File: config.mk
export PLATFORM = sky130hd
export DESIGN_NAME = vertex_shader
export DESIGN_NICKNAME = d
export VERILOG_FILES = /design/src/rtl/vertex_pkg.sv /design/src/rtl/pipeline_ctrl_pkg.sv /design/src/rtl/vertex_shader.sv
export VERILOG_INCLUDE_DIRS = /design/src /design/src/include
export SDC_FILE = /design/constraint.sdc
export NUM_CORES = 2
export LEC_CHECK = 0
export BUFFER_PORTS_ARGS = -buffer_cell sky130_fd_sc_hd__buf_2
export CAP_MARGIN = 20
export CORE_ASPECT_RATIO = 0.9
export CORE_MARGIN = 5
export CORE_UTILIZATION = 55
export CTS_CLUSTER_DIAMETER = 100
export DETAILED_ROUTE_END_ITERATION = 7
export GPL_ROUTABILITY_DRIVEN = 0
export PLACE_DENSITY = 0.74
export SYNTH_ARGS = -nofsm -noshare
export SYNTH_HDL_FRONTEND = slang
export SYNTH_SLANG_ARGS = --single-unit
File: constraint.sdc
create_clock -name clk -period 42.9 [get_ports clk]
set_input_delay 12.87 -clock clk [delete_from_list [all_inputs] [get_ports clk]]
set_output_delay 12.87 -clock clk [all_outputs]
set_load 0.01 [all_outputs]
File: src/include/transform_defines.svh
`ifndef TRANSFORM_DEFINES_SVH
`define TRANSFORM_DEFINES_SVH

// Fixed-point formats.
`define DATAWIDTH 24
`define FRACBITS 13
`define PIXELWIDTH 12
`define DEPTH_FRACBITS 11

// Viewport in pixels.
`define SCREEN_WIDTH 320
`define SCREEN_HEIGHT 320

// Clip-space vertices buffered between shader and post-processor.
`define FIFO_DEPTH 8

`endif

File: src/rtl/vertex_pkg.sv
package vertex_pkg;

`include "transform_defines.svh"

    typedef logic signed [`DATAWIDTH-1:0] coord_t;

    typedef struct packed {
        coord_t x;
        coord_t y;
        coord_t z;
    } obj_vertex_t;

    typedef struct packed {
        coord_t x;
        coord_t y;
        coord_t z;
        coord_t w;
    } clip_vertex_t;

    // Element [4*row+col], element 0 in the low bits.
    typedef coord_t [15:0] mvp_matrix_t;

    typedef struct packed {
        logic signed [`PIXELWIDTH-1:0] px;
        logic signed [`PIXELWIDTH-1:0] py;
        logic [`DEPTH_FRACBITS:0] depth; // Unsigned, range 0 to 1.0.
    } screen_vertex_t;

endpackage

File: src/rtl/pipeline_ctrl_pkg.sv
package pipeline_ctrl_pkg;

    // Vertex shader.
    typedef enum logic {
        SH_IDLE = 1'b0,
        SH_ROW  = 1'b1
    } shader_state_t;

    // Vertex post-processor.
    typedef enum logic [1:0] {
        VPP_IDLE   = 2'd0,
        VPP_DIVIDE = 2'd1,
        VPP_MAP    = 2'd2,
        VPP_DONE   = 2'd3
    } vpp_state_t;

endpackage

File: src/rtl/vertex_shader.sv
`timescale 1ns/1ps

`include "transform_defines.svh"

module vertex_shader (
    input  logic                     clk,
    input  logic                     rstn,
    input  vertex_pkg::mvp_matrix_t  i_mvp,
    input  logic                     i_mvp_dv,
    input  vertex_pkg::obj_vertex_t  i_vertex,
    input  logic                     i_vertex_dv,
    input  logic                     i_vertex_last,
    input  logic                     i_fifo_full,
    output logic                     o_ready,
    output vertex_pkg::clip_vertex_t o_vertex,
    output logic                     o_vertex_dv,
    output logic                     o_finished
);
    import vertex_pkg::*;
    import pipeline_ctrl_pkg::*;

    localparam coord_t ONE = coord_t'(1 << `FRACBITS);

    shader_state_t state;
    logic [1:0] row_q;
    logic armed_q;
    logic last_q;
    logic accept;
    mvp_matrix_t mvp_q;
    obj_vertex_t vtx_q;
    coord_t operand [4];
    logic signed [2*`DATAWIDTH-1:0] prod [4];
    logic signed [2*`DATAWIDTH+1:0] acc;
    coord_t comp;

    // Pending write must land before the next vertex is taken.
    assign o_ready = armed_q && (state == SH_IDLE) && !i_fifo_full && !o_vertex_dv;
    assign accept = i_vertex_dv && o_ready;

    assign operand[0] = vtx_q.x;
    assign operand[1] = vtx_q.y;
    assign operand[2] = vtx_q.z;
    assign operand[3] = ONE; // Homogeneous w.

    always_comb begin
        acc = '0;
        for (int j = 0; j < 4; j++) begin
            prod[j] = $signed(mvp_q[4*row_q + j]) * $signed(operand[j]);
            acc = acc + prod[j];
        end
    end

    assign comp = acc[`FRACBITS +: `DATAWIDTH]; // Drop fraction, truncate.

    always_ff @(posedge clk) begin
        if (!rstn) begin
            state <= SH_IDLE;
            row_q <= '0;
            armed_q <= 1'b0;
            o_vertex_dv <= 1'b0;
            o_finished <= 1'b0;
        end else begin
            armed_q <= 1'b1;
            o_vertex_dv <= 1'b0;
            o_finished <= 1'b0;
            case (state)
                SH_IDLE: begin
                    if (accept) begin
                        state <= SH_ROW;
                        row_q <= '0;
                    end
                end
                SH_ROW: begin
                    row_q <= row_q + 1'b1;
                    if (row_q == 2'd3) begin
                        state <= SH_IDLE;
                        o_vertex_dv <= 1'b1;
                        o_finished <= last_q;
                    end
                end
            endcase
        end
    end

    always_ff @(posedge clk) begin
        if (i_mvp_dv && state == SH_IDLE) begin
            mvp_q <= i_mvp;
        end
        if (accept) begin
            vtx_q <= i_vertex;
            last_q <= i_vertex_last;
        end
        if (state == SH_ROW) begin
            case (row_q)
                2'd0: o_vertex.x <= comp;
                2'd1: o_vertex.y <= comp;
                2'd2: o_vertex.z <= comp;
                2'd3: o_vertex.w <= comp;
            endcase
        end
    end

    // Results are spaced by the four row cycles.
    a_dv_spacing: assert property (@(posedge clk) disable iff (!rstn)
        o_vertex_dv |=> !o_vertex_dv);

endmodule

# Word level (Yosys, flattened, before mapping)

Cells that the tools add are included.

Register bits: 559
Bits in latches: 0
RAM bits: 0
Memory bits (read-only): 0
Logic and storage cells: 77
Memories: 0

Add/subtract/negate cells: 7
$mul: 3
Divide/modulo/power cells: 0
$lt $le $gt $ge: 4
Eq/ne operators: 4
Shift-type cells: 0
Mux-type cells: 15
Bitwise logic cells: 1
Reductions and logical operators: 14

Operators with widths:

| kind                                                        | count |
|---|---|
| binary-select mux 24 bit (select 4 bit)                     | 3 |
| adder 37 bit                                                | 3 |
| multiplier 24 x 24 -> 37 bit                                | 3 |
| 2-to-1 mux 24 bit                                           | 4 |
| binary-select mux 24 bit (select 2 bit)                     | 1 |
| less-than comparator 5 bit (second input constant)          | 3 |
| adder 4 x 2 -> 5 bit (second input constant)                | 2 |
| AND reduction 2 bit                                         | 5 |
| adder 4 x 1 -> 5 bit (second input constant)                | 1 |
| logical AND 1 bit                                           | 5 |
| less-than comparator 4 x 5 -> 1 bit (second input constant) | 1 |
| == test 2 bit (second input constant)                       | 2 |
| 2-to-1 mux 1 bit                                            | 4 |
| case mux 2 bit (2 select lines)                             | 1 |
| AND reduction 3 bit                                         | 1 |
| adder 2 x 1 -> 2 bit (second input constant)                | 1 |
| == test 2 x 1 -> 1 bit (second input constant)              | 1 |
| logical NOT 1 bit                                           | 2 |
| logical NOT 2 bit                                           | 1 |
| 2-to-1 mux 2 bit                                            | 1 |
| != test 2 bit (second input constant)                       | 1 |
| case mux 1 bit (2 select lines)                             | 1 |
| inverter 1 bit                                              | 1 |

# Logic depth before layout (Yosys ltp)

Depth in word-level cells: 7
Gate-level depth with buffers: 37
Mapped depth without buffers: 32

# Worst setup path before layout

Ideal clock, no wire load.

Path type: input to register
Start point: input i_mvp_dv
End point: register mvp_q[0] in the netlist's numbering (enable)
Library setup time: 1,177 ps
Arrival time: 29,353 ps
Setup slack: 12,370 ps
Stages on the path: 1
Buffers on the path: 0
Cell sequence: nor2b_1

Longest elaborated chain between the ends: 1

Ends and longest elaborated chain:

| item                 | line                | RTL |
|---|---|---|
| from (decl)          | vertex_shader.sv:9  | `input logic i_mvp_dv,` |
| logical AND 1 bit    | vertex_shader.sv:86 | `if (i_mvp_dv && state == SH_IDLE) begin` |
| to (signal assigned) | vertex_shader.sv:87 | `mvp_q <= i_mvp;` |
| to (decl)            | vertex_shader.sv:29 | `mvp_matrix_t mvp_q;` |

No other way between the ends.
A chain may end at the register's enable or synchronous reset.

# Worst setup path after layout

Start point: input i_fifo_full
End point: output o_ready

Longest elaborated chain between the ends: 3

Ends and longest elaborated chain:

| item                            | line                | RTL |
|---|---|---|
| from (decl)                     | vertex_shader.sv:13 | `input logic i_fifo_full,` |
| logical NOT 1 bit               | vertex_shader.sv:37 | `assign o_ready = armed_q && (state == SH_IDLE) && !i_fifo_full && !o_vertex_dv;` |
| logical AND 1 bit (2 in series) | vertex_shader.sv:37 |  |
| to (decl)                       | vertex_shader.sv:14 | `output logic o_ready,` |

No other way between the ends.

==> results.md <==
* Critical path's top delay family: simple AND/OR/NAND/NOR gates
* Area of the core at roughly 130000 sq um
* Hold crit path type: reg -> reg
* Final layout net count at 9000
* Number of hold violations in the final report at 0
* Number of placed I/O pins at about 560
* Data required time of the worst path at 30.03 ns
* Num CTS Buffers at just under 60
* Slew at the pin closest to its max-slew limit at ~1.2 ns
* Share of post-route cells with drive strength above 1 at 0.120
* Final Max Tran Viols at 0
* Routed via count at between 40000 and 50000
* Total die area at roughly 140000 sq um
* Met2 GRT Util at 0.449
* Clock tree from TritonCTS: built
* Number of hold buffers added after CTS at 0
* Final setup vio count at 0
* Cell repeated most along the worst path: sky130_fd_sc_hd__buf_2
* Master of the slowest instance on the critical path: sky130_fd_sc_hd__nor4b_1
* Most common cell after layout, fill and taps aside: sky130_fd_sc_hd__inv_1
* Count of filler cells inserted in the layout at between 10000 and 15000
* DRT antenna net count at 0
* Largest net degree at the start of global routing at roughly 150
* Routed vias/inst at between 5 and 6
* Final period utilization at 0.616
* Setup repair bufs after CTS at 0
* Antenna diode instance count at 0
* Post-Route Utilization at 0.600
* Sequential share of the synthesized area at 0.236
* Worst path arrival time at between 10 and 15 ns
* Slew Limit Headroom at 0.193
* Number of antenna violations at the first check in global routing at 3
* Buffering stage count on the worst path with inverters included at 2
* Met1 track demand over resource in global routing at 0.320
* Met3 track demand over resource at 0.0366
* Overall overflow remaining after global route at 0
* Time the final worst path needs with I/O delays and setup at 26.42 ns
* Die height at roughly 350 um
* Cell count of the worst hold path at 1
* Yosys synthesis warning count at 0
* Drt drc at 0
* Post-CTS sizing at 0
* Result of the run: completed
* Total negative setup slack at 0 ns
* Root Buffer Master: sky130_fd_sc_hd__clkbuf_16
* Total nets after synthesis at 8616
* Most used routing layer in global routing: met2
* X dimension of the die at a little under 400 um
* Initial DRC count at ~2700
* Terminating pin of the worst hold path: o_finished
* Highest Clock Rate at ~0.038 GHz
* Routed wire length per instance at 19.7 um
* Critical Path Start Type: input pin
* Number of library cell types mapped by synthesis at 48
* Cell Rows at ~130
* R2R cell count at 29
* Min-Delay Startpoint: last_q
* H-tree Lvls at 2
* Area of the mapped netlist at just over 70000 sq um
* Via count of the first global-routing pass at 50600
* FFs w/ async S/R, synth at 0
* Sort of element at the end of the critical path: output port
* Initial cell density of the core at 0.551
* Number of clock sinks at between 500 and 600
* Clock transition at the registers of the reported paths at approximately 0.06 ns
* Worst setup path start: i_fifo_full
* GRT Resource Usage Total at 0.255
* Reg2Reg Capture Point: o_vertex[22]
* First-pass GRT wire length at about 270000 um
* Number of max-cap violations at 0
* Dominant synthesized flop cell: sky130_fd_sc_hd__edfxtp_1
* Crit Path Max Fanout at 2
* Most frequent cells in the layout: sky130_fd_sc_hd__inv_1 (1694), sky130_fd_sc_hd__fa_1 (1565), sky130_fd_sc_hd__nand2_1 (831)
* Post-synthesis cell count at 6294
* Slack of the worst reg-to-reg path at 30.09 ns
* Sum of net half-perimeters after detailed placement at approximately 140000 um
* Delay contributed by the slowest stage of the critical path at around 0.37 ns
* Number of synthesized flops with an enable pin at around 550
* Router iterations before antenna repair at 5
* Kind of critical path: in -> out
* Signed area change from the synthesized netlist to the final layout at 8.80%
* Post-Syn Area per Cell at about 11 sq um
* Worst skew pair latency at ~0.67 ns
* Port Buffers at 560
* RR Startpoint: row_q[1]
* Setup repair after global routing missed its margin: no
* Flop and latch count out of synthesis at between 500 and 600
* Maximum clock skew at final layout at around 0.045 ns
* Worst-path cell chain: buf_2, nor4b_1, buf_2
* Wire length after detailed routing at 167000 um
* Number of buffers on the longest clock path at 3
-- cells by family after synthesis --
family | share of synthesized area
mux | 0.0305
buf+inv | 0.105
compound gates | 0.00568
fa+ha+maj | 0.494
xor+xnor | 0.0155
flops | 0.236
simple gates | 0.113
-- area by class of cell --
type	count	area, sq um	area share
Sequential cell	559	16700	0.217
Multi-Input combinational cell	3761	46700	0.606
Clock inverter	47	487	0.00631
Clock buffer	63	1470	0.0191
Tap cell	1714	2140	0.0278
Inverter	1694	6360	0.0824
Timing Repair Buffer	604	3210	0.0417
-- worst max-delay path by stage --
stage | cells past startpoint | endpoint
finish | 3 | o_ready
global route | 3 | o_ready
CTS | 3 | o_ready
detailed placement | 3 | o_ready
global placement | 3 | o_ready
floorplan | 1 | mvp_q[0]
-- per-layer routing --
layer	vias to the layer above	share of wire	wire [um]
li1	19000	-	-
met1	23200	0.37	61100
met2	1717	0.52	86000
met3	363	0.069	11500
met4	4	0.048	8000
met5	-	0.00016	27
-- synth_stat cells, types with 2 or more instances --
master                     number  share of area
sky130_fd_sc_hd__a21oi_1       20         0.0014
sky130_fd_sc_hd__dfxtp_1        6         0.0017
sky130_fd_sc_hd__buf_1          6        0.00032
sky130_fd_sc_hd__a21o_1         8        0.00085
sky130_fd_sc_hd__nand2_1      831          0.044
sky130_fd_sc_hd__nand2b_1      20         0.0018
sky130_fd_sc_hd__nor2_1         9        0.00048
sky130_fd_sc_hd__o31ai_1        2        0.00021
sky130_fd_sc_hd__and3_1         4        0.00035
sky130_fd_sc_hd__edfxtp_1     553           0.23
sky130_fd_sc_hd__nand3_1        3        0.00021
sky130_fd_sc_hd__clkbuf_1     260          0.014
sky130_fd_sc_hd__and2_1       703          0.062
sky130_fd_sc_hd__buf_2          9        0.00064
sky130_fd_sc_hd__o21a_1         9        0.00095
sky130_fd_sc_hd__mux4_2        96          0.030
sky130_fd_sc_hd__inv_1       1694          0.090
sky130_fd_sc_hd__o21ai_0        7        0.00049
sky130_fd_sc_hd__or2_2          2        0.00018
sky130_fd_sc_hd__xnor2_1       98          0.012
sky130_fd_sc_hd__or3_1          2        0.00018
sky130_fd_sc_hd__buf_6          2        0.00032
sky130_fd_sc_hd__xor2_1        22         0.0027
sky130_fd_sc_hd__o311ai_1       2        0.00025
sky130_fd_sc_hd__nor2b_1       29         0.0026
sky130_fd_sc_hd__fa_1        1565           0.44
sky130_fd_sc_hd__xor2_2         3        0.00069
sky130_fd_sc_hd__nand2_2        5        0.00044
sky130_fd_sc_hd__a31oi_1        2        0.00018
sky130_fd_sc_hd__ha_1         295          0.052
sky130_fd_sc_hd__buf_4          2        0.00021
sky130_fd_sc_hd__a211oi_1       2        0.00021
sky130_fd_sc_hd__nor3_1         8        0.00056
-- per-stage QoR --
| stage | cells | setup WS [ns] | hold slack (ns) | area (sq um) |
|---|---|---|---|---|
| floorplan | 6294 | 12.37 | 0.420 | 70900 |
| detailed placement | 8327 | 16.48 | 0.454 | 75100 |
| global placement | 8326 | 16.45 | 0.429 | 75100 |
| CTS | 8437 | 16.48 | 0.469 | 77100 |
| global route | 8442 | 16.42 | 0.514 | 77100 |
| finish | 8442 | 16.48 | 0.459 | 77100 |
-- sequential cells by signal (all words and copies together) (netlist names) --
| name | flops |
|---|---|
| row_q | 2 |
| armed_q | 1 |
| last_q | 1 |
| mvp_q | 384 |
| o_finished | 1 |
| state | 1 |
| o_vertex_dv | 1 |
| o_vertex | 96 |
| operand | 72 |
-- worst register-to-register path: cells and delay by family (launching register included) --
family | cells | cell delay (ns)
and+or+nand+nor | 4 | 0.67
buffers and inverters | 7 | 1.39
muxes | 1 | 0.89
DFF | 1 | 0.69
xor gates and xnor gates | 1 | 0.94
adders and majority gates | 11 | 5.54
AOI/OAI and AO/OA | 5 | 2.33
Power is left out: the tool's default activity adds up to more than one toggle a clock period on the data nets, which glitch-free logic cannot reach.
