<file path="src/include/transform_defines.svh">
`ifndef TRANSFORM_DEFINES_SVH
`define TRANSFORM_DEFINES_SVH

// Fixed-point formats.
`define DATAWIDTH 24
`define FRACBITS 13
`define PIXELWIDTH 12
`define DEPTH_FRACBITS 11

// Viewport in pixels.
`define SCREEN_WIDTH 320
`define SCREEN_HEIGHT 320

// Clip-space vertices buffered between shader and post-processor.
`define FIFO_DEPTH 8

`endif

</file>
<file path="src/rtl/vertex_pkg.sv">
package vertex_pkg;

`include "transform_defines.svh"

    typedef logic signed [`DATAWIDTH-1:0] coord_t;

    typedef struct packed {
        coord_t x;
        coord_t y;
        coord_t z;
    } obj_vertex_t;

    typedef struct packed {
        coord_t x;
        coord_t y;
        coord_t z;
        coord_t w;
    } clip_vertex_t;

    // Element [4*row+col], element 0 in the low bits.
    typedef coord_t [15:0] mvp_matrix_t;

    typedef struct packed {
        logic signed [`PIXELWIDTH-1:0] px;
        logic signed [`PIXELWIDTH-1:0] py;
        logic [`DEPTH_FRACBITS:0] depth; // Unsigned, range 0 to 1.0.
    } screen_vertex_t;

endpackage

</file>
<file path="src/rtl/pipeline_ctrl_pkg.sv">
package pipeline_ctrl_pkg;

    // Vertex shader.
    typedef enum logic {
        SH_IDLE = 1'b0,
        SH_ROW  = 1'b1
    } shader_state_t;

    // Vertex post-processor.
    typedef enum logic [1:0] {
        VPP_IDLE   = 2'd0,
        VPP_DIVIDE = 2'd1,
        VPP_MAP    = 2'd2,
        VPP_DONE   = 2'd3
    } vpp_state_t;

endpackage

</file>
<file path="src/rtl/vertex_post_processor.sv">
`timescale 1ns/1ps

`include "transform_defines.svh"

module vertex_post_processor (
    input  logic                       clk,
    input  logic                       rstn,
    input  vertex_pkg::clip_vertex_t   i_vertex,
    input  logic                       i_vertex_dv,
    output logic                       o_ready,
    output vertex_pkg::screen_vertex_t o_vertex,
    output logic                       o_dv,
    output logic                       o_invalid
);
    import vertex_pkg::*;
    import pipeline_ctrl_pkg::*;

    localparam int DW = `DATAWIDTH;
    localparam int SHIFT_HI = `DATAWIDTH - `FRACBITS;
    localparam int DEPTH_SHIFT = `FRACBITS - `DEPTH_FRACBITS + 1;
    localparam coord_t ONE = coord_t'(1 << `FRACBITS);
    localparam logic signed [`PIXELWIDTH-1:0] HALF_W = `PIXELWIDTH'(`SCREEN_WIDTH / 2);
    localparam logic signed [`PIXELWIDTH-1:0] HALF_H = `PIXELWIDTH'(`SCREEN_HEIGHT / 2);

    vpp_state_t state;
    clip_vertex_t vtx_q;
    coord_t ndc_q [3];
    logic [1:0] comp_idx;
    logic [4:0] bit_cnt;
    logic [DW-1:0] rem_q;
    logic [DW-1:0] dvd_q;
    logic [DW-1:0] quo_q;
    logic invalid_q;
    logic div_load;
    logic div_last;

    coord_t num;
    logic [DW-1:0] mag;
    logic [DW:0] trial;
    logic [DW-1:0] rem_next;
    logic [DW-1:0] quo_next;
    logic signed [DW:0] sum_x;
    logic signed [DW:0] sum_y;
    logic signed [DW:0] sum_z;
    logic signed [DW+`PIXELWIDTH:0] map_x;
    logic signed [DW+`PIXELWIDTH:0] map_y;

    assign o_ready = (state == VPP_IDLE);
    assign o_dv = (state == VPP_DONE);
    assign o_invalid = invalid_q;

    // Cycle 0 of a component loads the divider, then 24 quotient bits.
    assign div_load = (state == VPP_DIVIDE) && (bit_cnt == '0);
    assign div_last = (state == VPP_DIVIDE) && (bit_cnt == 5'(DW));

    always_comb begin
        case (comp_idx)
            2'd0: num = vtx_q.x;
            2'd1: num = vtx_q.y;
            default: num = vtx_q.z;
        endcase
        mag = num[DW-1] ? ~num + 1'b1 : num;
        trial = {rem_q, dvd_q[DW-1]} - {1'b0, vtx_q.w};
        rem_next = trial[DW] ? {rem_q[DW-2:0], dvd_q[DW-1]} : trial[DW-1:0];
        quo_next = {quo_q[DW-2:0], ~trial[DW]};
    end

    assign sum_x = ndc_q[0] + ONE;
    assign sum_y = ONE - ndc_q[1]; // Screen y grows downward.
    assign sum_z = ndc_q[2] + ONE;
    assign map_x = sum_x * HALF_W;
    assign map_y = sum_y * HALF_H;

    always_ff @(posedge clk) begin
        if (!rstn) begin
            state <= VPP_IDLE;
            comp_idx <= '0;
            bit_cnt <= '0;
            invalid_q <= 1'b0;
        end else begin
            case (state)
                VPP_IDLE: begin
                    if (i_vertex_dv) begin
                        comp_idx <= '0;
                        bit_cnt <= '0;
                        if ($signed(i_vertex.w) <= 0) begin
                            invalid_q <= 1'b1; // Behind the eye, no divide.
                            state <= VPP_DONE;
                        end else begin
                            invalid_q <= 1'b0;
                            state <= VPP_DIVIDE;
                        end
                    end
                end
                VPP_DIVIDE: begin
                    // Upper dividend half not below w means quotient beyond 24 bits.
                    if (div_load && (mag >> SHIFT_HI) >= vtx_q.w) begin
                        invalid_q <= 1'b1;
                    end
                    if (div_last && quo_next > ONE) begin
                        invalid_q <= 1'b1;
                    end
                    if (div_last) begin
                        bit_cnt <= '0;
                        if (comp_idx == 2'd2) begin
                            state <= VPP_MAP;
                        end else begin
                            comp_idx <= comp_idx + 1'b1;
                        end
                    end else begin
                        bit_cnt <= bit_cnt + 1'b1;
                    end
                end
                VPP_MAP: state <= VPP_DONE;
                VPP_DONE: state <= VPP_IDLE;
            endcase
        end
    end

    always_ff @(posedge clk) begin
        if (o_ready && i_vertex_dv) begin
            vtx_q <= i_vertex;
        end
        if (div_load) begin
            rem_q <= mag >> SHIFT_HI;
            dvd_q <= mag << `FRACBITS;
            quo_q <= '0;
        end else if (state == VPP_DIVIDE) begin
            rem_q <= rem_next;
            dvd_q <= dvd_q << 1;
            quo_q <= quo_next;
        end
        if (div_last) begin
            ndc_q[comp_idx] <= num[DW-1] ? -quo_next : quo_next; // Truncated toward zero.
        end
        if (state == VPP_MAP) begin
            o_vertex.px <= map_x[`FRACBITS +: `PIXELWIDTH];
            o_vertex.py <= map_y[`FRACBITS +: `PIXELWIDTH];
            o_vertex.depth <= sum_z[DEPTH_SHIFT +: `DEPTH_FRACBITS+1];
        end
    end

    // FIFO read must wait for ready, not just the data valid.
    a_dv_when_ready: assert property (@(posedge clk) disable iff (!rstn)
        i_vertex_dv |-> o_ready);

endmodule

</file>
<file path="config.mk">
export PLATFORM = sky130hd
export DESIGN_NAME = vertex_post_processor
export DESIGN_NICKNAME = d
export VERILOG_FILES = /design/src/rtl/vertex_pkg.sv /design/src/rtl/pipeline_ctrl_pkg.sv /design/src/rtl/vertex_post_processor.sv
export VERILOG_INCLUDE_DIRS = /design/src /design/src/include
export SDC_FILE = /design/constraint.sdc
export NUM_CORES = 1
export LEC_CHECK = 0
export ABC_AREA = 1
export BUFFER_PORTS_ARGS = -buffer_cell sky130_fd_sc_hd__buf_4
export CAP_MARGIN = 20
export CORE_UTILIZATION = 55
export CTS_CLUSTER_SIZE = 24
export DETAILED_ROUTE_END_ITERATION = 10
export PLACE_DENSITY = 0.74
export SETUP_SLACK_MARGIN = 0.02
export SLEW_MARGIN = 20
export SYNTH_ARGS = -nofsm -noshare
export SYNTH_HDL_FRONTEND = slang
export SYNTH_SLANG_ARGS = --single-unit
</file>
<file path="constraint.sdc">
create_clock -name clk -period 6.5 [get_ports clk]
set_clock_uncertainty 0.15 [all_clocks]
set_input_delay 0.975 -clock clk [delete_from_list [all_inputs] [get_ports clk]]
set_output_delay 0.975 -clock clk [all_outputs]
set_load 0.02 [all_outputs]
</file>
## After elaboration in Yosys (flattened, before gate mapping)

Memories as Yosys holds them, arrays and structs flattened.
Cells that the tools add are included.

| storage, ports and cells | value |
|---|---|
| register bits | 200 |
| output and inout bits | 39 |
| input port bits | 99 |
| memories kept | 1 |
| word-level logic and storage cells | 83 |
| RAM bits | 72 |

Memory list:

| memory | depth | width | rd ports | clocked after Yosys merged registers in | wr ports | line | source |
|---|---|---|---|---|---|---|---|
| ndc_q | 3 | 24 | 3 | 0 | 1 | vertex_post_processor.sv:27 | `coord_t ndc_q [3];` |

| cells by class | value |
|---|---|
| equal/unequal tests | 11 |
| $mul | 2 |
| add/sub/neg operators | 8 |
| reductions and logical operators | 14 |
| mux-type cells | 27 |
| magnitude comparators | 3 |
| bitwise logic cells | 2 |

Operators with widths:

| operator | count |
|---|---|
| two-way mux 24 bit | 5 |
| multiplier 25 x 4 -> 20 bit, second input constant | 2 |
| case mux 24 bit (2 select lines) | 1 |
| two-way mux 13 bit | 2 |
| adder 24 x 15 -> 25 bit, second input constant | 1 |
| subtractor 15 x 24 -> 25 bit, first input constant | 1 |
| subtractor 25 x 24 -> 25 bit | 1 |
| adder 24 x 1 -> 24 bit, second input constant | 1 |
| >= comparator 13 x 24 -> 1 bit | 1 |
| > comparator 24 x 14 -> 1 bit, second input constant | 1 |
| <= comparator 24 x 1 -> 1 bit, second input constant | 1 |
| negation 24 bit | 1 |
| inverter 24 bit | 1 |
| adder 15 bit, second input constant | 1 |
| two-way mux 2 bit | 7 |
| two-way mux 5 bit | 2 |
| case mux 5 bit (2 select lines) | 1 |
| case mux 2 bit (4 select lines) | 1 |
| equality test 2 bit, second input constant | 3 |
| two-way mux 1 bit | 6 |
| inequality test 2 bit, second input constant | 3 |
| AND reduction 3 bit | 2 |
| adder 5 x 1 -> 5 bit, second input constant | 1 |
| equality test 5 bit, second input constant | 1 |
| 13 further kinds | 20 |

## Depth between registers and ports, before layout

| depth | value |
|---|---|
| word-level depth | 10 |
| depth in mapped cells | 29 |
| gate-level depth less buffers | 27 |

## Least setup slack after synthesis

Ideal clock, no wire load.

| path | value |
|---|---|
| path type | input to register |
| start | input i_vertex_dv |
| end | register comp_idx[0] |
| arrival | 3.811 ns |
| stages on the path | 7 |
| setup slack | 2.404 ns |
| buffers on the path | 0 |
| setup time | 0.135 ns |
| cell sequence | nand2_1 inv_1 a21oi_1 nor2_1 o21ai_0 a21oi_1 a211oi_1 |

| between the ends | value |
|---|---|
| cells in the longest elaborated chain, start to end | 2 |

RTL lines:

| item | line | source |
|---|---|---|
| start: declaration | vertex_post_processor.sv:9 | `input logic i_vertex_dv,` |
| inequality test 2 bit (no source line) | n/a |  |
| AND reduction 4 bit (no source line) | n/a |  |
| end signal: assignment | vertex_post_processor.sv:108 | `comp_idx <= comp_idx + 1'b1;` |
| end: declaration | vertex_post_processor.sv:28 | `logic [1:0] comp_idx;` |

Every way passes these cells.
A chain may end at the register's enable or synchronous reset.

## Worst setup path after layout

| path | value |
|---|---|
| start | register vtx_q[0] (netlist bit) |
| end | memory ndc_q[1][16] (netlist bit) (data pin) |

| between the ends | value |
|---|---|
| cells in the longest elaborated chain, start to end | 4 |

RTL lines:

| item | line | source |
|---|---|---|
| start: declaration | vertex_post_processor.sv:26 | `clip_vertex_t vtx_q;` |
| start signal: assignment | vertex_post_processor.sv:122 | `vtx_q <= i_vertex;` |
| subtractor 25 x 24 -> 25 bit | vertex_post_processor.sv:63 | `trial = {rem_q, dvd_q[DW-1]} - {1'b0, vtx_q.w};` |
| inverter 1 bit | vertex_post_processor.sv:65 | `quo_next = {quo_q[DW-2:0], ~trial[DW]};` |
| negation 24 bit | vertex_post_processor.sv:134 | `ndc_q[comp_idx] <= num[DW-1] ? -quo_next : quo_next;` |
| two-way mux 24 bit | vertex_post_processor.sv:134 |  |
| end: declaration | vertex_post_processor.sv:27 |  |

Every way passes these cells.

==> flow_metrics.py <==
metrics = {
    "outcome": {
        "status": "finished with violations",
        "violations": "design-rule violations",
    },
    "route": {
        "viasPerCell": 5.33,
        "route.vias.total": 11600,
        "detail_route.first_pass.iterations": 11,
        "routedWlPerCell_um": 14.7,
        "antenna_left": 0,
        "remaining_drc_errors": 9,
        "wl_mm": 32.0,
        "dr.first_iter.drc_count": 979,
    },
    "die": {
        "io_pins": 138,
        "design.core.area_um2": 26200,
        "die_area_um2": 27500,
        "floorplan.initialDensity_pct": 56.4,
        "die_width_um": 166,
        "rows": 59,
        "die_height_um": 166,
    },
    "job": {
        "cap_viol_max_count": 0,
    },
    "sta": {
        "final_period_minus_worst_setup_slack_ns": 4.65,
        "setup_viol": 0,
        "final-hold-violation-count": 0,
        "fin_setup_tns_ns": 0,
        "timing.fmax_mhz": 215,
        "period_share_pct": 71.5,
        "worst-slew-pin-transition_ns": 0.986,
        "grt_setup_unrepaired": "no",
        "max_slew_violation_count": 0,
        "final.setup.worst_slack_ns": 1.85,
        "worst_slew_margin_rel_pct": 34.3,
    },
    "final_layout": {
        "drive_above_1_share_pct": 13.2,
        "multi_input_comb_area_um2": 6720,
        "insertedDiodeCount": 0,
        "final_util_pct": 65.3,
        "top_library_cells_by_usage_in_the_layout_fill_and_taps_aside": "nand2_1, edfxtp_1, inv_1",
        "num-nets-final": 2037,
        "fillers": 2150,
        "mostFrequentLayoutCell": "nand2_1",
        "areaGrowthSynthToFinish_pct": 15.9,
        "sequential_cell_area_um2": 7130,
        "post_layout_nonfiller_instances": 2182,
    },
    "power_and_ir_drop": {
        "combPwrFrac_pct": 48.0,
        "total_power_density_per_cell_area_nw_per_um2": 469,
        "clock_power_share_pct": 21.2,
        "power_report.internal_total_mw": 4.63,
        "total_switching_power_mw": 3.41,
        "total_leakage_power_nw": 7.66,
        "finalPower_mw": 8.03,
        "peakVddDrop_mv": 0.315,
        "swShare_pct": 42.4,
        "part_of_the_power_in_registers_pct": 30.7,
    },
    "global_routing": {
        "grt_overflow_total": 0,
        "grt_antenna_before_repair": 0,
        "grt_start_max_net_pins": 80,
        "first_global_vias": 11100,
        "grt_first_pass_wirelength_mm": 52.7,
        "groute.usage.overall_pct": 23.4,
    },
    "clock_tree": {
        "cts_post_setup_buffers_inserted": 0,
        "worst_setup_hold_path_clk_slew_ns": 0.06,
        "total_number_of_h_tree_levels": 1,
        "cts_made_buffers": 29,
        "clock_insertion_delay_worst_skew_ns": 0.56,
        "ctsHoldBuffers": 0,
        "clk_root_buffer_cell": "clkbuf_16",
        "clock_tree.buffer_depth": 3,
        "post_cts_resized": 0,
        "tritoncts": "built",
        "cts_num_sinks": 252,
    },
    "synthesis": {
        "ys_seq_elements": 252,
        "yosys_warnings": 0,
        "seq_area_frac_synth_pct": 48.3,
        "yosys.area.top_type_share_pct": 42.3,
        "netlist.top_cell.by_area": "edfxtp_1",
        "syn_area_per_cell_um2": 8.78,
        "netlist_instances": 1683,
        "synth.cell_area_um2": 14800,
        "synth.area.top_cells": "edfxtp_1, nand2_1, ha_1",
        "post_synthesis_net_count": 1895,
        "count_of_cell_types_in_the_netlist": 44,
    },
    "worst_hold_path": {
        "hold_class": "reg2reg",
    },
    "setup_path": {
        "startpoint_type": "flop",
        "critPathRequiredTime_ns": 6.62,
        "crit_type": "reg2reg",
        "arrival_ns": 4.77,
        "timing.critical_path.fanout_max": 43,
        "critical_path.endpoint_type": "flop",
    },
    "placement": {
        "port_buffers": 137,
        "place.detailed.instances": 2129,
        "gp_routability_congestion": 0.932,
        "dp_worst_setup_slack_ns": 1.94,
        "place_hpwl_mm": 24.2,
    },
}
[sequential cells by signal (all words and copies together), names as in the netlist]
name and cells:
vtx_q 96, ndc_q 52, o_vertex 36, rem_q 24, quo_q 23, dvd_q 11, bit_cnt 5, comp_idx 2
state 2, o_invalid 1
[path summary, 6_finish.rpt]
path / from / end / slack (ns) / cells past startpoint
setup reg to reg: vtx_q[0]$_DFFE_PP_ / ndc_q[1][16]$_DFFE_PP_ / 1.85 / 22
setup / recovery: vtx_q[0]$_DFFE_PP_ / ndc_q[1][16]$_DFFE_PP_ / 1.85 / 22
hold reg to reg: ndc_q[2][3]$_DFFE_PP_ / o_vertex[0]$_DFFE_PP_ / 0.27 / 0
hold / removal: ndc_q[2][3]$_DFFE_PP_ / o_vertex[0]$_DFFE_PP_ / 0.27 / 0
[logic make-up after synthesis]
family	Yosys count	synth area share (%)
AOI/OAI and AO/OA	217	8.30
DFF	252	48.3
buffers and inverters	235	6.29
adders and majority gates	113	9.62
xor gates and xnor gates	77	4.57
and+or+nand+nor	789	23.0
[power groups by stage]
| stage | Clock [mW] | Combinational [mW] | Sequential, mW |
|---|---|---|---|
| after floorplan | 0 | 2.85 | 2.54 |
| after global placement | 0 | 3.76 | 2.49 |
| after detailed placement | 0 | 3.83 | 2.50 |
| after CTS | 1.74 | 3.86 | 2.47 |
| after global routing | 1.80 | 4.34 | 2.50 |
| final | 1.71 | 3.86 | 2.47 |
[stage by stage]
step           cell area, µm²  hold WS [ns]
6_report                17100         0.266
5_1_grt                 17100         0.278
2_1_floorplan           14800         0.250
4_1_cts                 17100         0.268
3_5_place_dp            16100         0.257
3_3_place_gp            16100         0.254
[final cells by class]
cell class / instances / share of cell area [%]
flip-flops and latches: 252 / 41.6
multi-input cells: 1196 / 39.2
repair buffers: 146 / 6.40
clock buffers: 34 / 4.46
inverters: 200 / 4.39
well taps: 335 / 2.45
clock inverters: 19 / 1.44
[worst max-delay path, cell delays in order (launching register included)]
cell and delay (ns):
edfxtp_1 0.39, ha_1 0.25, fa_1 0.39, inv_1 0.09, nand2_1 0.07, nand2_1 0.08, nand3_1 0.07, nand2_1 0.20
nand2_1 0.10, nand4_1 0.13, nand2_2 0.50, inv_2 0.45, ha_1 0.22, nand2_1 0.07, nor2_1 0.13, nand2_1 0.09
nor2_1 0.13, nand2_1 0.06, inv_1 0.07, nand2_1 0.08, o31ai_2 0.27, o21ai_0 0.17, xor2_1 0.18
[cells in the mapped netlist]
cell / count
a31oi_1: 1
buf_6: 4
fa_1: 1
o21bai_1: 10
nor2_2: 10
inv_2: 2
o21ai_1: 8
o21ai_0: 57
nand3_2: 12
o31ai_2: 1
o211ai_1: 8
a31o_2: 1
a21o_1: 4
o21a_1: 2
a211oi_1: 7
buf_1: 7
dfxtp_1: 44
nand2_1: 439
xor2_1: 58
and2_1: 5
nor2_1: 144
a21boi_0: 3
or2_0: 2
buf_2: 13
o21ai_2: 1
nand3b_1: 7
nor4_1: 9
and3_1: 1
a21oi_2: 5
nand2_2: 6
clkbuf_1: 11
nor2_4: 2
a21oi_1: 103
ha_1: 112
nand3_1: 96
edfxtp_1: 208
o2111ai_1: 1
nand4_1: 30
xnor2_1: 19
or2_2: 4
a22o_1: 3
o31ai_1: 2
nor3_1: 22
inv_1: 198
[layer usage]
metal | vias to the layer above | part of all wire, % | track usage, %
met5 | - | 0 | 0
met4 | 0 | 3.0 | 7.35
met3 | 68 | 5.4 | 2.86
met2 | 357 | 49 | 42.6
met1 | 5272 | 43 | 28.8
li1 | 5931 | - | -
(Power assumes the default switching activity.)
