## config.mk

```make
export PLATFORM = sky130hd
export DESIGN_NAME = vertex_fifo
export DESIGN_NICKNAME = d
export VERILOG_FILES = /design/src/rtl/vertex_pkg.sv /design/src/rtl/vertex_fifo.sv
export VERILOG_INCLUDE_DIRS = /design/src /design/src/include
export SDC_FILE = /design/constraint.sdc
export NUM_CORES = 1
export LEC_CHECK = 0
export ABC_AREA = 0
export BUFFER_PORTS_ARGS = -buffer_cell sky130_fd_sc_hd__buf_2
export CAP_MARGIN = 0
export CORE_ASPECT_RATIO = 1.25
export CORE_UTILIZATION = 40
export DETAILED_ROUTE_END_ITERATION = 6
export PLACE_DENSITY = 0.56
export SYNTH_ARGS = -nofsm -noshare
export SYNTH_HDL_FRONTEND = slang
export SYNTH_SLANG_ARGS = --single-unit
```

## constraint.sdc

```tcl
create_clock -name clk -period 8.6 [get_ports clk]
set_clock_uncertainty 0.2 [all_clocks]
set_input_delay 0.43 -clock clk [delete_from_list [all_inputs] [get_ports clk]]
set_output_delay 0.43 -clock clk [all_outputs]
set_load 0.02 [all_outputs]
```

## src/include/transform_defines.svh

```systemverilog
`ifndef TRANSFORM_DEFINES_SVH
`define TRANSFORM_DEFINES_SVH

// Fixed-point formats.
`define DATAWIDTH 24
`define FRACBITS 13
`define PIXELWIDTH 12
`define DEPTH_FRACBITS 11

// Viewport in pixels.
`define SCREEN_WIDTH 320
`define SCREEN_HEIGHT 320

// Clip-space vertices buffered between shader and post-processor.
`define FIFO_DEPTH 8

`endif

```

## src/rtl/vertex_pkg.sv

```systemverilog
package vertex_pkg;

`include "transform_defines.svh"

    typedef logic signed [`DATAWIDTH-1:0] coord_t;

    typedef struct packed {
        coord_t x;
        coord_t y;
        coord_t z;
    } obj_vertex_t;

    typedef struct packed {
        coord_t x;
        coord_t y;
        coord_t z;
        coord_t w;
    } clip_vertex_t;

    // Element [4*row+col], element 0 in the low bits.
    typedef coord_t [15:0] mvp_matrix_t;

    typedef struct packed {
        logic signed [`PIXELWIDTH-1:0] px;
        logic signed [`PIXELWIDTH-1:0] py;
        logic [`DEPTH_FRACBITS:0] depth; // Unsigned, range 0 to 1.0.
    } screen_vertex_t;

endpackage

```

## src/rtl/vertex_fifo.sv

```systemverilog
`timescale 1ns/1ps

`include "transform_defines.svh"

module vertex_fifo (
    input  logic                     clk,
    input  logic                     rstn,
    input  logic                     i_wr_en,
    input  vertex_pkg::clip_vertex_t i_wr_data,
    input  logic                     i_rd_en,
    output vertex_pkg::clip_vertex_t o_rd_data,
    output logic                     o_dv,
    output logic                     o_empty,
    output logic                     o_full
);
    import vertex_pkg::*;

    localparam int AW = $clog2(`FIFO_DEPTH);
    localparam logic [AW-1:0] LAST_PTR = AW'(`FIFO_DEPTH - 1);
    localparam logic [AW:0] FULL_COUNT = (AW+1)'(`FIFO_DEPTH);

    clip_vertex_t mem [`FIFO_DEPTH];
    logic [AW-1:0] wr_ptr;
    logic [AW-1:0] rd_ptr;
    logic [AW:0] count;

    assign o_empty = (count == '0);
    assign o_full = (count == FULL_COUNT);

    always_ff @(posedge clk) begin
        if (!rstn) begin
            wr_ptr <= '0;
            rd_ptr <= '0;
            count <= '0;
            o_dv <= 1'b0;
        end else begin
            o_dv <= i_rd_en; // Data follows the request by one cycle.
            if (i_wr_en) begin
                wr_ptr <= (wr_ptr == LAST_PTR) ? '0 : wr_ptr + 1'b1;
            end
            if (i_rd_en) begin
                rd_ptr <= (rd_ptr == LAST_PTR) ? '0 : rd_ptr + 1'b1;
            end
            case ({i_wr_en, i_rd_en})
                2'b10: count <= count + 1'b1;
                2'b01: count <= count - 1'b1;
                default: count <= count;
            endcase
        end
    end

    always_ff @(posedge clk) begin
        if (i_wr_en) begin
            mem[wr_ptr] <= i_wr_data;
        end
        if (i_rd_en) begin
            o_rd_data <= mem[rd_ptr];
        end
    end

    a_no_overflow: assert property (@(posedge clk) disable iff (!rstn) i_wr_en |-> !o_full);
    a_no_underflow: assert property (@(posedge clk) disable iff (!rstn) i_rd_en |-> !o_empty);

endmodule

```

Word-level counts from Yosys, hierarchy flattened
Memories as Yosys holds them, arrays and structs flattened. A register that Yosys moved wholly into a read port is not among the register bits.
Index checks and enable logic that the tools add are counted.
{ "totals": {"reg_bits": 11, "mem_bits_rw": 768, "out_inout_bits": 99, "memories": 1} }
{ "memory_table": {"columns": ["name", "words", "word_bits", "rd", "rd_clocked_by_memory_dff", "write_ports", "line", "text"], "rows": [
  ["mem", 8, 96, 1, 1, 1, "vertex_fifo.sv:22", "clip_vertex_t mem [`FIFO_DEPTH];"]
]} }
{ "classes": {"add_sub_neg": 4, "n_eq_ne": 5, "muxes": 5, "reduce_logical": 2} }
{ "ops": {"columns": ["cell", "n"], "rows": [
  ["$pmux W4 S2", 1],
  ["$add A3 B1 Y3 const B", 2],
  ["$eq A3 B3 Y1 const B", 2],
  ["$mux W3", 2],
  ["$add A4 B1 Y4 const B", 1],
  ["$eq A4 B4 Y1 const B", 1],
  ["$logic_not A4 Y1", 1],
  ["$sub A4 B1 Y4 const B", 1],
  ["$eq A2 B1 Y1 const B", 1],
  ["$eq A2 B2 Y1 const B", 1],
  ["$mux W1", 2],
  ["$reduce_bool A2 Y1", 1]
]} }

Logic depth before layout (Yosys ltp)
Gate-level depths: netlist of run 1.
{ "logic_depth": {"ltp_word": 2, "depth_mapped": 8, "depth_no_buf": 8} }

Worst setup path after synthesis of run 1
OpenSTA, ideal clock, no wires.
{ "synth_timing": {"kind": "input port to flip-flop", "startpoint": "input port i_wr_en", "endpoint": "memory mem[0][0] (netlist bit) (enable)", "setup_ps": 668, "arrival_ps": 7020, "t_required_ps": 7732, "slack_ps": 712, "stages": 2, "path_buffers": 0, "path_cell_list": "nand2b_1 -> nor3_1"} }
{ "synth_between": {"elab_chain_cells": 2} }
{ "synth_lines": {"columns": ["item", "line", "text"], "rows": [
  ["start, declared", "vertex_fifo.sv:8", "input logic i_wr_en,"],
  ["$mux W1", "vertex_fifo.sv:53", "if (i_wr_en) begin"],
  ["$mux W1 (implied by the code)", "vertex_fifo.sv:54", "mem[wr_ptr] <= i_wr_data;"],
  ["end, declared", "vertex_fifo.sv:22", null]
]} }
No other way between the ends.

==> results of run 1 <==
==> what timing repair did <==
| action | in CTS | in global routing |
|---|---|---|
| hold buffers | 99 | 0 |
| endpoints found under the setup margin | 0 | 0 |
| hold endpoints to repair | 779 | 0 |
==> layer usage <==
layer / track usage, % / wire length (um) / share of wire [%]
met3: 3.019 / 2701 / 4.1
met4: 4.790 / 1171 / 1.8
met5: 0 / 23 / 0.035
met2: 28.62 / 34230 / 52
met1: 21.39 / 28230 / 43
==> power by group <==
group          internal (W)  switching [W]
Combinational      0.000284       0.000316
Sequential          0.00483      0.0000566
Clock               0.00203        0.00153
Total               0.00715        0.00190
==> worst max path at each step <==
stage / start / to / slack [ps]
6_report: rd_ptr[0] / o_rd_data[26] / 5360
3_5_place_dp: rd_ptr[0] / o_rd_data[23] / 5270
4_1_cts: rd_ptr[0] / o_rd_data[21] / 5260
5_1_grt: rd_ptr[0] / o_rd_data[31] / 5080
2_1_floorplan: i_wr_en / mem[0][0] / 710
3_3_place_gp: rd_ptr[0] / o_rd_data[17] / 5280
==> synth_stat cells <==
master	n	share of area, %
sky130_fd_sc_hd__buf_1	10	0.12
sky130_fd_sc_hd__nand2b_1	4	0.077
sky130_fd_sc_hd__buf_2	6	0.093
sky130_fd_sc_hd__a21oi_1	2	0.031
sky130_fd_sc_hd__nor2b_1	7	0.14
sky130_fd_sc_hd__xor2_1	2	0.054
sky130_fd_sc_hd__and2_1	3	0.058
sky130_fd_sc_hd__nor4bb_1	1	0.031
sky130_fd_sc_hd__nand2_1	5	0.058
sky130_fd_sc_hd__dfxtp_1	11	0.68
sky130_fd_sc_hd__a21boi_0	1	0.023
sky130_fd_sc_hd__xnor2_1	1	0.027
sky130_fd_sc_hd__buf_6	18	0.63
sky130_fd_sc_hd__o31ai_1	1	0.023
sky130_fd_sc_hd__or3_1	1	0.019
sky130_fd_sc_hd__mux4_2	192	13
sky130_fd_sc_hd__mux2i_1	6	0.19
sky130_fd_sc_hd__nor4b_1	2	0.054
sky130_fd_sc_hd__clkbuf_1	23	0.27
sky130_fd_sc_hd__nor4_1	1	0.019
sky130_fd_sc_hd__inv_1	2	0.023
sky130_fd_sc_hd__o22ai_1	1	0.019
sky130_fd_sc_hd__o21ai_0	3	0.046
sky130_fd_sc_hd__ha_1	7	0.27
sky130_fd_sc_hd__nor3_1	3	0.046
sky130_fd_sc_hd__nor2_1	7	0.081
sky130_fd_sc_hd__mux2_2	96	3.3
sky130_fd_sc_hd__edfxtp_1	864	80
==> registers in the layout, indices dropped and copies added, names as in the netlist <==
register   count
mem          768
count          4
o_rd_data     96
o_dv           1
rd_ptr         3
wr_ptr         3
==> logic make-up (layout without fill, tap and decap cells) <==
logic type / after synthesis / in the layout / synth area share (%)
AO/OA/AOI/OAI: 8 / 8 / 0.1432
buffers and inverters: 59 / 478 / 1.126
AND/OR/NAND/NOR: 34 / 34 / 0.5803
adder cells (fa/ha/maj): 7 / 7 / 0.2708
XOR/XNOR: 3 / 3 / 0.08126
multiplexers: 294 / 294 / 16.90
flip-flops: 875 / 875 / 80.90
==> critical path: cells and delay by family, from the launching register on <==
family,cells,cell delay (ps)
flip-flops,1,960
multiplexers,2,880
buffers and inverters,1,660
==> metrics by stage <==
| step | utilization, % | hold WS [ps] | cells | worst slack (ps) | total power (W) |
|---|---|---|---|---|---|
| finish | 47.70 | 78.35 | 2761 | 5361 | 0.009049 |
| global route | 47.70 | 64.33 | 2761 | 5084 | 0.009379 |
| CTS | 47.70 | 54.32 | 2761 | 5257 | 0.009176 |
| detailed placement | 43.16 | 273.7 | 2507 | 5274 | 0.005560 |
| global placement | 43.16 | 263.1 | 2507 | 5281 | 0.005546 |
| floorplan | - | 251.1 | 1280 | 711.9 | 0.005351 |
==> cell type report <==
type | count | area, um^2
fillers | 6628 | 41900
flip-flops and latches | 875 | 26180
multi-input cells | 346 | 5868
clock buffers | 112 | 2292
repair buffers | 321 | 2190
well taps | 1062 | 1329
clock inverters | 43 | 354.1
inverters | 2 | 7.507
==> run_results.csv, run 1 <==
group,metric,value,unit
cells_and_area,area_growth,18.16,%
cells_and_area,final_cell_area,38220,um^2
die,die_y,319.9,um
global_route,grt_usage,16.58,%
power_and_ir_drop,pwr_density_cell,236.8,nW/um^2
global_route,grt_antenna_before_repair,2,
global_route,globalRouteOverflowTotal,0,
critical_path,critPathCaptureType,"flip-flop",
clock_tree,tritoncts,"yes",
synth,yosysUniqueCellTypes,28,
drt,avgRoutedWirePerCell,24.03,um
placed_design,placed_cell_area,34580,um^2
sta,fmax,308.7,MHz
sta,max_slew_margin,25.91,%
global_route,grt_pass1_wl,99970,um
sta,hold_viol_final,0,
synth,synthesis.yosys.warnings,0,
drt,via_per_inst,5.118,
power_and_ir_drop,maximum_resistive_drop_on_vdd,172.0,uV
sta,fin_crit_sh,37.66,%
cells_and_area,n_antenna_cell,0,
global_route,grt_pass1_vias,15330,
die,core,80120,um^2
die,floorplan.initialDensity,40.37,%
critical_path,required_arrival_time_at_the_worst_endpoint,8770,ps
critical_path,cp.arrival,3410,ps
min_path,hold_end,"o_rd_data[45]",
sta,slew_worst_pin,1111,ps
cells_and_area,final_common_cell,"sky130_fd_sc_hd__edfxtp_1",
critical_path,setup.worst_path.class,"reg2reg",
placed_design,port-buffer-count,198,
critical_path,timing.reg2reg.setup_slack,5360,ps
die,ioPinCount,199,
power_and_ir_drop,leakage,12.21,nW
global_route,grt_max_degree,109,
critical_path,crit_path_cell_trace,"buf_12 -> mux4_2 -> mux2_2",
outcome,status,"complete, no violations",
sta,finalSetupViolations,0,
drt,postRouteWirelength,66360,um
clock_tree,clock_latency_at_the_later_pin_of_the_worst_skew_pair,630,ps
clock_tree,tritoncts_num_sinks,875,
clock_tree,cts_max_path_buffers,3,
clock_tree,number_of_gates_resized_after_cts,0,
sta,totalNegativeSetupSlack,0,ps
min_path,timing.hold.worst.start,"i_rd_en",
drt,route.detailed.drc,0,
drt,final_antenna_net_count,0,
synth,postSynthRegisterBits,875,
cells_and_area,drive_gt1_share,37.55,%
clock_tree,level_count_of_the_clock_h_tree,3,
critical_path,worst_r2r_endpoint,"o_rd_data[26]",
critical_path,critPathMaxFanout,108,
synth,register_area_share_after_synthesis,80.90,%
synth,syn_area_per_cell,25.27,um^2
run,max_cap_viol_count,0,
clock_tree,cts_post_setup_buffers_inserted,0,
synth,synth.net_count,1387,
clock_tree,ctsRootBufferMaster,"sky130_fd_sc_hd__clkbuf_16",
min_path,hold_class,"in2reg",
drt,dr.first_iter.drc_count,817,
sta,report.final.slew_viol_count,0,
drt,vias,14130,
die,die_area,82000,um^2
placed_design,gp_weighted_congestion,0.6691,
critical_path,reg2regPathDepth,3,
cells_and_area,final_net_count,1740,
placed_design,dpl.hpwl,33540,um
drt,detail_route.first_pass.iterations,5,
critical_path,critical-path-slowest-cell,"sky130_fd_sc_hd__dfxtp_4",
die,die_w,256.3,um
die,row_count,116,
sta,finalWorstPathRequiredPeriod,3239,ps
synth,syn-instance-count,1280,
clock_tree,cts_buffers,87,
min_path,min_delay_path_depth,1,
sta,rsz0062_at_grt,"no",
cells_and_area,final_cell_mix,"864 x sky130_fd_sc_hd__edfxtp_1, 197 x sky130_fd_sc_hd__buf_2, 192 x sky130_fd_sc_hd__mux4_2",
critical_path,max_stage_delay,960,ps
synth,synthesis.area,32340,um^2
critical_path,r2r_path_start,"rd_ptr[0]",
clock_tree,clk_pin_slew,60,ps
critical_path,setup.worst_path.start_class,"flip-flop",
Power figures use the tool's default switching activity.
==> inputs of run 2 (changes only) <==
--- a/config.mk
+++ b/config.mk
@@ -12,7 +12,7 @@
 export CORE_ASPECT_RATIO = 1.25
 export CORE_UTILIZATION = 40
 export DETAILED_ROUTE_END_ITERATION = 6
-export PLACE_DENSITY = 0.56
+export PLACE_DENSITY = 0.59
 export SYNTH_ARGS = -nofsm -noshare
 export SYNTH_HDL_FRONTEND = slang
 export SYNTH_SLANG_ARGS = --single-unit
==> constraint.sdc (replaced) <==
create_clock -name clk -period 2.8 [get_ports clk]
set_clock_uncertainty 0.2 [all_clocks]
set_input_delay 0.14 -clock clk [delete_from_list [all_inputs] [get_ports clk]]
set_output_delay 0.14 -clock clk [all_outputs]
set_load 0.02 [all_outputs]
==> run 2 against run 1 <==
Net effect:
- register-to-register slack worse by 4800 ps
- via count up 0.46%
- routed wire length increased by 1.3%
- total power increased to 3.1 times the previous value
- count of clock-buffer cells in the layout is 9 lower
- utilization up 0.92 points
- worst hold slack gained 18 ps
- combinational power grew to 3.3 times the previous value
- first-iteration DRC count rose by 14%
- sequential cell count did not move
- global-route usage grew 0.24 points
- critical path depth unchanged
==> run_results.csv, run 2 (synthesis results as in run 1) <==
group,metric,value,unit
outcome,status,"complete, no violations",
global_route,grt_pass1_vias,15770,
clock_tree,cts_buffers,87,
critical_path,setup.worst_path.class,"reg2reg",
power_and_ir_drop,pwr_density_cell,729.0,nW/um^2
critical_path,r2r_path_start,"rd_ptr[0]",
sta,max_slew_margin,35.17,%
sta,fmax,449.5,MHz
drt,via_per_inst,5.097,
cells_and_area,drive_gt1_share,38.94,%
sta,hold_viol_final,0,
sta,slew_worst_pin,969.3,ps
clock_tree,tritoncts,"yes",
power_and_ir_drop,cellInternalPower,0.02240,W
global_route,globalRouteOverflowTotal,0,
power_and_ir_drop,power.combinational.fraction,6.9,%
die,die_area,82000,um^2
cells_and_area,layout.cells.non_filler,2785,
cells_and_area,n_antenna_cell,0,
critical_path,crit_path_start,"rd_ptr[0]",
drt,dr_wl_met2,35850,um
placed_design,port-buffer-count,198,
global_route,grt_antenna_before_repair,4,
placed_design,place_inst,2526,
sta,report.final.slew_viol_count,0,
drt,route.top_layer_used,"met5",
drt,met3_wirelength,2996,um
die,core,80120,um^2
cells_and_area,final_cell_mix,"864 x sky130_fd_sc_hd__edfxtp_1, 197 x sky130_fd_sc_hd__buf_2, 192 x sky130_fd_sc_hd__mux4_2",
critical_path,setup.worst_path.start_class,"flip-flop",
clock_tree,number_of_gates_resized_after_cts,0,
power_and_ir_drop,totalPowerFinal,0.02840,W
global_route,grt_pass1_wl,101300,um
placed_design,gp_weighted_congestion,0.6718,
clock_tree,ctsRootBufferMaster,"sky130_fd_sc_hd__clkbuf_16",
run,max_cap_viol_count,0,
drt,vias,14200,
min_path,hold_class,"in2reg",
drt,route.detailed.drc,0,
sta,rsz0062_at_grt,"no",
drt,dr.first_iter.drc_count,931,
critical_path,critical-path-slowest-cell,"sky130_fd_sc_hd__mux4_2",
power_and_ir_drop,power_switching,0.005996,W
drt,avgRoutedWirePerCell,24.13,um
power_and_ir_drop,seq_power_share,52.7,%
die,ioPinCount,199,
critical_path,critPathCaptureType,"flip-flop",
sta,fin_crit_sh,79.46,%
clock_tree,level_count_of_the_clock_h_tree,3,
sta,finalWorstPathRequiredPeriod,2225,ps
power_and_ir_drop,power.share.switching,21.12,%
critical_path,crit_path_cell_trace,"buf_12 -> mux4_2 -> mux2_2",
sta,final.setup.worst_slack,575.2,ps
clock_tree,tritoncts_num_sinks,875,
global_route,grt_max_degree,89,
die,die_y,319.9,um
cells_and_area,fillCellCount,6514,
cells_and_area,area_growth,20.43,%
cells_and_area,reg.largest.list,"mem (768), o_rd_data (96), count (4)",
cells_and_area,largest-register,"mem",
critical_path,worst_r2r_endpoint,"o_rd_data[31]",
drt,routedLengthMet1,27070,um
critical_path,critPathCapture,"o_rd_data[31]",
clock_tree,clk_pin_slew,60,ps
drt,postRouteWirelength,67200,um
clock_tree,clock_latency_at_the_later_pin_of_the_worst_skew_pair,640,ps
critical_path,reg2regPathDepth,3,
global_route,grt_usage,16.82,%
critical_path,max_stage_delay,580,ps
placed_design,dp_worst_setup_slack,551.6,ps
critical_path,cp.arrival,2400,ps
power_and_ir_drop,leakage,12.51,nW
cells_and_area,largest_register_ff_count,768,
drt,final_antenna_net_count,0,
cells_and_area,final_net_count,1760,
sta,totalNegativeSetupSlack,0,ps
cells_and_area,utilization,48.62,%
power_and_ir_drop,maximum_resistive_drop_on_vdd,485.9,uV
placed_design,dpl.hpwl,36460,um
drt,detail_route.first_pass.iterations,4,
die,row_count,116,
power_and_ir_drop,relative_contribution_of_the_clock_network_to_total_power,40.3,%
clock_tree,cts_max_path_buffers,3,
sta,finalSetupViolations,0,
die,die_w,256.3,um
cells_and_area,final_common_cell,"sky130_fd_sc_hd__edfxtp_1",
critical_path,critPathMaxFanout,62,
die,floorplan.initialDensity,40.37,%
critical_path,timing.reg2reg.setup_slack,580,ps
critical_path,required_arrival_time_at_the_worst_endpoint,2980,ps
[run 2: cell count changes in the layout (fill, tap and decap cells not counted), moves of 3 or more]
cell | previous run | this run
sky130_fd_sc_hd__clkbuf_1 | 24 | 13
sky130_fd_sc_hd__clkinv_1 | 14 | 19
sky130_fd_sc_hd__clkinv_4 | 0 | 4
sky130_fd_sc_hd__bufinv_16 | 5 | 8
sky130_fd_sc_hd__buf_4 | 23 | 11
sky130_fd_sc_hd__buf_12 | 2 | 33
[run 2: layout make-up]
cell class / instances / area, um^2 / area share (%)
sequential: 875 / 26180 / 67.21
multi-input combinational: 346 / 5896 / 15.14
timing repair buffer: 341 / 2730 / 7.009
clock buffer: 103 / 2301 / 5.907
tap: 1062 / 1329 / 3.411
clock inverter: 56 / 508.0 / 1.304
inverter: 2 / 7.507 / 0.01927
[run 2: critical path, delay by kind of cell, from the launching register on]
family	cells	cell delay, ps
muxes	2	850
DFF	1	410
buffers and inverters	1	410
[run 2: power by group through the flow]
stage / clock, W / combinational (W) / sequential (W)
2_1_floorplan: 0 / 0.00102 / 0.0154
3_5_place_dp: 0 / 0.00190 / 0.0153
3_3_place_gp: 0 / 0.00186 / 0.0152
4_1_cts: 0.0118 / 0.00203 / 0.0150
6_report: 0.0115 / 0.00197 / 0.0150
5_1_grt: 0.0122 / 0.00213 / 0.0150
[run 2: worst min path at each step]
stage                  startpoint          to  slack, ps  cells after the start
CTS                 i_wr_data[23]  mem[5][23]         40                      2
finish              i_wr_data[23]  mem[6][23]        100                      2
floorplan            i_wr_data[0]   mem[0][0]         40                      0
global route        i_wr_data[23]  mem[6][23]         90                      2
detailed placement  i_wr_data[51]  mem[0][51]        210                      1
global placement    i_wr_data[20]  mem[0][20]        200                      1
[run 2: what timing repair did]
action / CTS / global route
setup buffers: 0 / 0
setup endpoints to repair: 0 / 0
hold buffers: 100 / 0
hold endpoints to repair: 813 / 0
[run 2: metal layers]
metal	vias to the layer above	GRT usage [%]
met1	7572	20.68
met3	89	3.257
met5	-	0
li1	6234	-
met4	6	4.910
met2	294	29.97
[run 2: stage by stage]
step / hold slack, ps / instance area, um^2
global placement: 198.4 / 35140
floorplan: 38.87 / 32410
detailed placement: 210.5 / 35140
global route: 88.66 / 38950
CTS: 41.34 / 38950
finish: 96.84 / 38950
